==> config.mk <==
export PLATFORM = sky130hd
export DESIGN_NAME = risc8_core
export DESIGN_NICKNAME = d
export VERILOG_FILES = /design/src/risc8_pkg.sv /design/src/risc8_core.sv /design/src/risc8_alu.sv /design/src/risc8_regs.sv /design/src/risc8_decode.sv
export SDC_FILE = /design/constraint.sdc
export NUM_CORES = 1
export LEC_CHECK = 0
export BUFFER_PORTS_ARGS = -buffer_cell sky130_fd_sc_hd__buf_2
export CORE_UTILIZATION = 45
export CTS_CLUSTER_DIAMETER = 200
export CTS_CLUSTER_SIZE = 12
export DETAILED_ROUTE_END_ITERATION = 8
export SLEW_MARGIN = 5
export SYNTH_ARGS = -nofsm -noshare
export SYNTH_HDL_FRONTEND = slang
export SYNTH_HIERARCHICAL = 1
export SYNTH_SLANG_ARGS = --single-unit
export TNS_END_PERCENT = 1
==> constraint.sdc <==
create_clock -name clk -period 9.4 [get_ports clk]
set_clock_uncertainty 0.05 [all_clocks]
set_input_delay 0 -clock clk [delete_from_list [all_inputs] [get_ports clk]]
set_output_delay 0 -clock clk [all_outputs]
set_load 0.01 [all_outputs]
==> src/risc8_pkg.sv <==
/*
 * risc8 shared types
 * widths, status flag positions, ALU op and step encodings,
 * and the control bundles passed from decode into the core
 */
`default_nettype none

package risc8_pkg;

	// plain vector widths
	typedef logic [7:0] byte_t;
	typedef logic [15:0] word_t;
	typedef logic [15:0] pc_t;
	typedef logic [4:0] reg_sel_t;
	typedef logic [15:0] io_addr_t;
	typedef logic [7:0] sreg_t;

	// status register bit positions, AVR order
	localparam int FLAG_C = 0;
	localparam int FLAG_Z = 1;
	localparam int FLAG_N = 2;
	localparam int FLAG_V = 3;
	localparam int FLAG_S = 4;
	localparam int FLAG_H = 5;
	localparam int FLAG_T = 6;
	localparam int FLAG_I = 7;

	// the 6-bit I/O number maps into data space from here
	localparam io_addr_t IO_BASE = 16'h0020;

	typedef enum logic [2:0] {
		ALU_ADD,
		ALU_SUB,
		ALU_AND,
		ALU_OR,
		ALU_EOR,
		ALU_MOVR
	} alu_op_e;

	// OUT is the only instruction with a second cycle
	typedef enum logic {
		STEP_FIRST,
		STEP_SECOND
	} step_e;

	// stage two, latched by the core one clock after decode
	typedef struct packed {
		alu_op_e op;
		logic use_carry;
		logic use_const;
		byte_t const_value;
		logic store;
		reg_sel_t sel_rd;
	} exec_ctrl_t;

	// stage one, consumed by the PC logic in the same cycle
	typedef struct packed {
		logic is_rjmp;
		logic is_branch;
		logic [2:0] bit_select;
		logic bit_set;
		pc_t offset;
		logic is_out;
		logic [5:0] io_num;
	} flow_ctrl_t;

endpackage

`default_nettype wire
==> src/risc8_core.sv <==
/*
 * risc8 core, two-stage AVR subset
 * stage one decodes the fetched opcode and starts register reads,
 * stage two runs the ALU, writes back and updates SREG
 * OUT takes a second cycle to drive the I/O write port
 */
`timescale 1ns/1ps
`default_nettype none

module risc8_core #(
	parameter risc8_pkg::pc_t RESET_PC = 16'h0000
) (
	input wire clk,
	input wire reset,
	output risc8_pkg::pc_t pc,
	input wire risc8_pkg::word_t cdata,
	output logic io_wen,
	output risc8_pkg::io_addr_t io_addr,
	output risc8_pkg::byte_t io_data
);
	// bubble loaded into stage two, moves nothing and keeps SREG
	localparam risc8_pkg::exec_ctrl_t EXEC_NOP = '{op: risc8_pkg::ALU_MOVR, default: '0};

	// address of the opcode currently on cdata
	risc8_pkg::pc_t reg_pc;
	risc8_pkg::pc_t next_pc;
	risc8_pkg::pc_t jump_target;
	risc8_pkg::step_e step;
	risc8_pkg::step_e next_step;
	// low for the first cycle after reset, cdata not yet valid
	logic fetch_valid;
	risc8_pkg::word_t held_op;
	risc8_pkg::word_t opcode;
	risc8_pkg::sreg_t sreg;
	risc8_pkg::sreg_t next_sreg;
	risc8_pkg::reg_sel_t sel_ra;
	risc8_pkg::reg_sel_t sel_rb;
	risc8_pkg::byte_t ra;
	risc8_pkg::byte_t rb;
	risc8_pkg::byte_t alu_rr;
	risc8_pkg::byte_t alu_result;
	risc8_pkg::exec_ctrl_t exec;
	risc8_pkg::exec_ctrl_t exec_q;
	risc8_pkg::flow_ctrl_t flow;
	logic branch_taken;

	// second OUT cycle works on the held word
	assign opcode = (step == risc8_pkg::STEP_FIRST) ? cdata : held_op;

	risc8_decode i_decode (
		.opcode(opcode),
		.sel_ra(sel_ra),
		.sel_rb(sel_rb),
		.exec(exec),
		.flow(flow)
	);

	risc8_regs i_regs (
		.clk(clk),
		.reset(reset),
		.sel_ra(sel_ra),
		.sel_rb(sel_rb),
		.ra(ra),
		.rb(rb),
		.sel_rd(exec_q.sel_rd),
		.write(exec_q.store),
		.rd(alu_result)
	);

	// constant for immediates, otherwise Rr
	assign alu_rr = exec_q.use_const ? exec_q.const_value : rb;

	risc8_alu i_alu (
		.op(exec_q.op),
		.use_carry(exec_q.use_carry),
		.rd_in(ra),
		.rr_in(alu_rr),
		.sreg_in(sreg),
		.result(alu_result),
		.sreg_out(next_sreg)
	);

	// branches see the flags of the instruction still in stage two
	assign jump_target = reg_pc + flow.offset + 16'd1;
	assign branch_taken = flow.is_branch && (next_sreg[flow.bit_select] == flow.bit_set);

	always_comb begin
		next_pc = reg_pc + 16'd1;
		next_step = risc8_pkg::STEP_FIRST;
		if (!fetch_valid) begin
			// refetch the reset address
			next_pc = reg_pc;
		end else if (step == risc8_pkg::STEP_FIRST) begin
			if (flow.is_rjmp || branch_taken) begin
				next_pc = jump_target;
			end else if (flow.is_out) begin
				// hold while the source register is read
				next_pc = reg_pc;
				next_step = risc8_pkg::STEP_SECOND;
			end
		end
	end

	// the fetch address goes out combinationally, no delay slot
	assign pc = next_pc;

	always_ff @(posedge clk) begin
		if (reset) begin
			reg_pc <= RESET_PC;
			fetch_valid <= 1'b0;
			step <= risc8_pkg::STEP_FIRST;
			sreg <= '0;
			exec_q <= EXEC_NOP;
		end else begin
			reg_pc <= next_pc;
			fetch_valid <= 1'b1;
			step <= next_step;
			sreg <= next_sreg;
			exec_q <= fetch_valid ? exec : EXEC_NOP;
		end
	end

	always_ff @(posedge clk) begin
		if (step == risc8_pkg::STEP_FIRST)
			held_op <= cdata;
	end

	// I/O write, exactly one cycle per OUT
	assign io_wen = (step == risc8_pkg::STEP_SECOND);
	assign io_addr = {10'b0, flow.io_num} + risc8_pkg::IO_BASE;
	assign io_data = ra;

endmodule

`default_nettype wire

==> src/risc8_alu.sv <==
/*
 * risc8 ALU
 * 8-bit add/subtract with carry, logic ops and move,
 * status flags follow the AVR rules
 */
`timescale 1ns/1ps
`default_nettype none

module risc8_alu (
	input wire risc8_pkg::alu_op_e op,
	input wire use_carry,
	input wire risc8_pkg::byte_t rd_in,
	input wire risc8_pkg::byte_t rr_in,
	input wire risc8_pkg::sreg_t sreg_in,
	output risc8_pkg::byte_t result,
	output risc8_pkg::sreg_t sreg_out
);
	logic carry_in;
	logic is_arith;
	logic z_chain;
	risc8_pkg::byte_t arith;
	logic arith_c;
	logic arith_h;
	logic arith_v;

	assign carry_in = use_carry & sreg_in[risc8_pkg::FLAG_C];
	assign is_arith = (op == risc8_pkg::ALU_ADD) || (op == risc8_pkg::ALU_SUB);
	// SBC, SBCI and CPC keep Z only if every byte so far was zero
	assign z_chain = (op == risc8_pkg::ALU_SUB) & use_carry;

	// adder and subtractor with AVR carry, half carry and overflow
	always_comb begin
		if (op == risc8_pkg::ALU_SUB) begin
			arith = rd_in - rr_in - {7'b0, carry_in};
			arith_h = (~rd_in[3] & rr_in[3]) | (rr_in[3] & arith[3]) | (arith[3] & ~rd_in[3]);
			arith_c = (~rd_in[7] & rr_in[7]) | (rr_in[7] & arith[7]) | (arith[7] & ~rd_in[7]);
			arith_v = (rd_in[7] & ~rr_in[7] & ~arith[7]) | (~rd_in[7] & rr_in[7] & arith[7]);
		end else begin
			arith = rd_in + rr_in + {7'b0, carry_in};
			arith_h = (rd_in[3] & rr_in[3]) | (rr_in[3] & ~arith[3]) | (~arith[3] & rd_in[3]);
			arith_c = (rd_in[7] & rr_in[7]) | (rr_in[7] & ~arith[7]) | (~arith[7] & rd_in[7]);
			arith_v = (rd_in[7] & rr_in[7] & ~arith[7]) | (~rd_in[7] & ~rr_in[7] & arith[7]);
		end
	end

	always_comb begin
		sreg_out = sreg_in;

		case (op)
			risc8_pkg::ALU_ADD,
			risc8_pkg::ALU_SUB: result = arith;
			risc8_pkg::ALU_AND: result = rd_in & rr_in;
			risc8_pkg::ALU_OR: result = rd_in | rr_in;
			risc8_pkg::ALU_EOR: result = rd_in ^ rr_in;
			// MOV and LDI pass the second operand
			default: result = rr_in;
		endcase

		if (is_arith) begin
			sreg_out[risc8_pkg::FLAG_C] = arith_c;
			sreg_out[risc8_pkg::FLAG_H] = arith_h;
			sreg_out[risc8_pkg::FLAG_V] = arith_v;
		end else if (op != risc8_pkg::ALU_MOVR) begin
			// logic ops clear overflow, C and H untouched
			sreg_out[risc8_pkg::FLAG_V] = 1'b0;
		end

		// move leaves every flag alone
		if (op != risc8_pkg::ALU_MOVR) begin
			sreg_out[risc8_pkg::FLAG_N] = result[7];
			sreg_out[risc8_pkg::FLAG_S] = result[7] ^ sreg_out[risc8_pkg::FLAG_V];
			sreg_out[risc8_pkg::FLAG_Z] = (result == 8'h00)
				&& (!z_chain || sreg_in[risc8_pkg::FLAG_Z]);
		end
	end

endmodule

`default_nettype wire

==> src/risc8_regs.sv <==
/*
 * risc8 register file
 * 32 bytes, two registered read ports and one write port,
 * a write is forwarded to a read of the same register
 */
`timescale 1ns/1ps
`default_nettype none

module risc8_regs (
	input wire clk,
	input wire reset,
	input wire risc8_pkg::reg_sel_t sel_ra,
	input wire risc8_pkg::reg_sel_t sel_rb,
	output risc8_pkg::byte_t ra,
	output risc8_pkg::byte_t rb,
	input wire risc8_pkg::reg_sel_t sel_rd,
	input wire write,
	input wire risc8_pkg::byte_t rd
);
	risc8_pkg::byte_t mem [32];
	logic wen;

	// no writes while the pipeline is being reset
	assign wen = write & ~reset;

	always_ff @(posedge clk) begin
		if (wen)
			mem[sel_rd] <= rd;

		// bypass so a dependent instruction needs no stall
		if (wen && sel_rd == sel_ra)
			ra <= rd;
		else
			ra <= mem[sel_ra];

		if (wen && sel_rd == sel_rb)
			rb <= rd;
		else
			rb <= mem[sel_rb];
	end

endmodule

`default_nettype wire

==> src/risc8_decode.sv <==
/*
 * risc8 instruction decoder
 * purely combinational, turns one opcode word into register
 * selects, stage-two ALU control and stage-one flow control
 */
`timescale 1ns/1ps
`default_nettype none

module risc8_decode (
	input wire risc8_pkg::word_t opcode,
	output risc8_pkg::reg_sel_t sel_ra,
	output risc8_pkg::reg_sel_t sel_rb,
	output risc8_pkg::exec_ctrl_t exec,
	output risc8_pkg::flow_ctrl_t flow
);
	// immediate forms only reach r16-r31
	risc8_pkg::reg_sel_t rd_imm;
	risc8_pkg::byte_t k_imm;
	logic imm;

	assign rd_imm = {1'b1, opcode[7:4]};
	assign k_imm = {opcode[11:8], opcode[3:0]};

	always_comb begin
		// two-register form by default
		sel_ra = opcode[8:4];
		sel_rb = {opcode[9], opcode[3:0]};
		imm = 1'b0;

		// anything not matched below retires as a no-op
		exec.op = risc8_pkg::ALU_MOVR;
		exec.use_carry = 1'b0;
		exec.use_const = 1'b0;
		exec.const_value = '0;
		exec.store = 1'b0;
		exec.sel_rd = opcode[8:4];

		flow.is_rjmp = 1'b0;
		flow.is_branch = 1'b0;
		flow.bit_select = opcode[2:0];
		// BRBS has bit 10 clear and branches on a set flag
		flow.bit_set = ~opcode[10];
		flow.offset = '0;
		flow.is_out = 1'b0;
		flow.io_num = {opcode[10:9], opcode[3:0]};

		// Rd field is a wildcard everywhere
		casez (opcode)
			// CPC, flags only
			16'b0000_01??_????_????: begin
				exec.op = risc8_pkg::ALU_SUB;
				exec.use_carry = 1'b1;
			end
			// SBC
			16'b0000_10??_????_????: begin
				exec.op = risc8_pkg::ALU_SUB;
				exec.use_carry = 1'b1;
				exec.store = 1'b1;
			end
			// ADD
			16'b0000_11??_????_????: begin
				exec.op = risc8_pkg::ALU_ADD;
				exec.store = 1'b1;
			end
			// CP
			16'b0001_01??_????_????: exec.op = risc8_pkg::ALU_SUB;
			// SUB
			16'b0001_10??_????_????: begin
				exec.op = risc8_pkg::ALU_SUB;
				exec.store = 1'b1;
			end
			// ADC
			16'b0001_11??_????_????: begin
				exec.op = risc8_pkg::ALU_ADD;
				exec.use_carry = 1'b1;
				exec.store = 1'b1;
			end
			16'b0010_00??_????_????: begin
				exec.op = risc8_pkg::ALU_AND;
				exec.store = 1'b1;
			end
			16'b0010_01??_????_????: begin
				exec.op = risc8_pkg::ALU_EOR;
				exec.store = 1'b1;
			end
			16'b0010_10??_????_????: begin
				exec.op = risc8_pkg::ALU_OR;
				exec.store = 1'b1;
			end
			// MOV, the result is simply Rr
			16'b0010_11??_????_????: exec.store = 1'b1;
			// CPI never writes back
			16'b0011_????_????_????: begin
				exec.op = risc8_pkg::ALU_SUB;
				imm = 1'b1;
			end
			// SBCI
			16'b0100_????_????_????: begin
				exec.op = risc8_pkg::ALU_SUB;
				exec.use_carry = 1'b1;
				exec.store = 1'b1;
				imm = 1'b1;
			end
			// SUBI
			16'b0101_????_????_????: begin
				exec.op = risc8_pkg::ALU_SUB;
				exec.store = 1'b1;
				imm = 1'b1;
			end
			// ORI
			16'b0110_????_????_????: begin
				exec.op = risc8_pkg::ALU_OR;
				exec.store = 1'b1;
				imm = 1'b1;
			end
			// ANDI
			16'b0111_????_????_????: begin
				exec.op = risc8_pkg::ALU_AND;
				exec.store = 1'b1;
				imm = 1'b1;
			end
			// OUT, source register sits in the Rd field
			16'b1011_1???_????_????: flow.is_out = 1'b1;
			// RJMP, 12-bit signed word offset
			16'b1100_????_????_????: begin
				flow.is_rjmp = 1'b1;
				flow.offset = {{4{opcode[11]}}, opcode[11:0]};
			end
			// LDI goes through the move path
			16'b1110_????_????_????: begin
				exec.store = 1'b1;
				imm = 1'b1;
			end
			// BRBS / BRBC, 7-bit signed word offset
			16'b1111_0???_????_????: begin
				flow.is_branch = 1'b1;
				flow.offset = {{9{opcode[9]}}, opcode[9:3]};
			end
			default: begin
			end
		endcase

		// immediate forms share Rd 16-31 and the constant K
		if (imm) begin
			sel_ra = rd_imm;
			exec.sel_rd = rd_imm;
			exec.use_const = 1'b1;
			exec.const_value = k_imm;
		end
	end

endmodule

`default_nettype wire

==> results.txt <==
Outcome: complete, no violations
Synthesized instance count: 1284
Overflow after GRT: 0
Hold path startpoint: cdata[5]
Die ar.: 41320 sq um
Final wirelength: 48020 um
Area post-placement: 18750 sq um
RSZ-0062 raised after global routing: false
Antenna violations before repair: 0
P&R area growth vs syn: 8.654%
Max-cap violations: 0
CTS tree: done
Wire length per cell: 25.96 um
Number of gates resized after cts: 0
Largest net degree at the start of global routing: 55
Syn_area_per_cell: 14.20 sq um
Drt pass-1 iters: 5
Post-layout min period: 8.495 ns
Dpl hpwl: 32200 um
First-pass GRT wire length: 72700 um
Synth cell types: 91
Skew-Pair Late Insertion Delay: 0.57 ns
GP Congestion: 0.8750
Cell Rows: 73
Worst-path fanout max: 42
Max Freq: 117.7 MHz
Slew HR: 10.74%
DRT iter0 DRCs: 1321
Worst slew pin tran: 1.334 ns
# diodes: 0
Setup violators final: 0
Fin area: 19810 sq um
CP startpoint kind: register
Worst-path clk slew: 0.06 ns
Leakage: 6.836 nW
HP Class: in2reg
Crit share post-route: 90.37%
Chip height: 203.3 um
Fraction of layout cells with a size suffix above 1: 27.62%
Final TNS setup: 0 ns
Die extent in x: 203.3 um
Number of global-route vias before repair: 11600
Dpl ws: 1.492 ns
CP Data Arrival Time: 8.44 ns
Final Hold Vio Count: 0
Most frequent cell after synthesis: edfxtp_1
Clk sink count: 327
Top FF cell, synth: edfxtp_1
Critical Path RT: 9.35 ns
Root buffer cell: clkbuf_16
Clock buffer depth: 3
Initial Util: 45.78%
Setup WS post-layout: 0.9053 ns
WS Path Type: reg2out
CTS H-tree lvls: 1
Routed via count: 11700
Critical Path End Type: output port
Layout net count: 1372
Post-synthesis sequential area ratio: 49.96%
PwrDens: 170.3 nW/um^2
Syn Std Cell Area: 18230 sq um
Post-synth top cells: 256 x edfxtp_1, 163 x mux4_2, 75 x nor2_1
Final ANT Viol Nets: 0
Ys async rst share: 0%
Max Slew Vio Count: 0
Post-CTS Repair Setup Buffers: 0
Drt drc: 0
Synthesis Warnings: 6
Yosys reg bits: 327
IO Pins: 59
CORE AREA: 39820 sq um
Post-synth EDFFs: 256
Vias/cell: 6.325
Largest area contributor in the netlist: edfxtp_1
CTS buffer count: 31
Port bufs: 49
Yosys top cell area share: 42.17%
Max VDD drop: 128.7 uV
Total global-route track usage: 23.53%
Top cells by area, synth: edfxtp_1 42%, mux4_2 20%, dfxtp_1 7.8%
Hold_buf cts: 17
==> where the power goes <==
part | total (W) | switching (W) | internal (W)
clock network | 0.00114 | 0.000523 | 0.000619
registers | 0.00166 | 0.0000407 | 0.00162
logic | 0.000568 | 0.000327 | 0.000242
==> registers in the layout, summed over array words and instances, names as in the netlist, named ones only <==
signal       flops
exec_q          19
fetch_valid      1
reg_pc          16
held_op         16
sreg             8
io_wen           1
i_regs/mem     256
==> cells by family after synthesis <==
group / after synthesis / synth area share, %
xor+xnor: 31 / 1.489
flops: 327 / 49.96
buf+inv: 171 / 4.907
simple gates: 272 / 7.913
other cells: 1 / 0.02057
mux: 225 / 23.97
compound gates: 204 / 7.810
fa+ha+maj: 53 / 3.926
==> stage by stage <==
step | cells | util, % | hold slack, ns | total power, W
2_1_floorplan | 1292 | - | 0.1122 | 0.002095
3_3_place_gp | 1776 | 47.09 | 0.2568 | 0.002246
3_5_place_dp | 1776 | 47.09 | 0.2619 | 0.002256
4_1_cts | 1850 | 49.74 | 0.2222 | 0.003400
5_1_grt | 1850 | 49.74 | 0.2513 | 0.003503
6_report | 1850 | 49.74 | 0.2486 | 0.003374
==> worst paths after layout <==
check | slack, ns | cells past startpoint | endpoint
max | 0.91 | 24 | pc[10]
min | 0.25 | 3 | held_op[5]
max reg2reg | 1.50 | 23 | reg_pc[2]
min reg2reg | 0.42 | 1 | sreg[6]
==> cell type report <==
type	instances	area (sq um)
clock buffer	55	865.8
inverter	45	168.9
tap	525	656.9
sequential	327	9120
fill	3411	20010
multi-input combinational	794	8279
timing repair buffer	102	698.2
clock inverter	2	20.02
==> worst max-delay path, stage by stage, from the launching register on <==
cell,delay (ns)
dfxtp_2,1.08
buf_4,0.38
mux4_2,0.33
mux4_2,0.49
mux2_2,0.34
mux2_2,0.31
inv_1,0.06
ha_1,0.29
a21o_1,0.20
a31o_2,0.23
a21o_1,0.18
a21o_1,0.19
fa_1,0.46
mux2_2,0.28
o21ai_1,0.15
a21oi_2,0.07
buf_4,0.23
mux2_2,0.31
mux4_2,0.49
mux2i_4,0.24
mux2i_2,0.58
nor2_2,0.24
and3_1,0.23
a311oi_1,0.30
buf_2,0.20
==> per-layer routing <==
metal | part of all wire, % | vias up | GRT usage, % | wire (um)
met5 | 0 | - | 0 | 0
li1 | - | 5095 | - | -
met4 | 3.3 | 0 | 7.626 | 1595
met3 | 8.3 | 82 | 3.867 | 3993
met2 | 46 | 519 | 36.90 | 22240
met1 | 42 | 6005 | 33.47 | 20190
==> layout by cell type, fill, tap and decap left out, types with 17 or more instances in the layout <==
master	count
edfxtp_1	256
clkbuf_16	31
ha_1	46
inv_1	41
o21ai_0	27
mux2_2	46
nor2_1	75
buf_4	35
nand2_1	44
and3_1	19
xnor2_1	19
buf_2	49
nor3_1	20
dlygate4sd3_1	17
mux4_2	163
a21oi_1	42
clkbuf_1	24
nand3_1	21
dfxtp_1	66
Power figures use the tool's default switching activity.
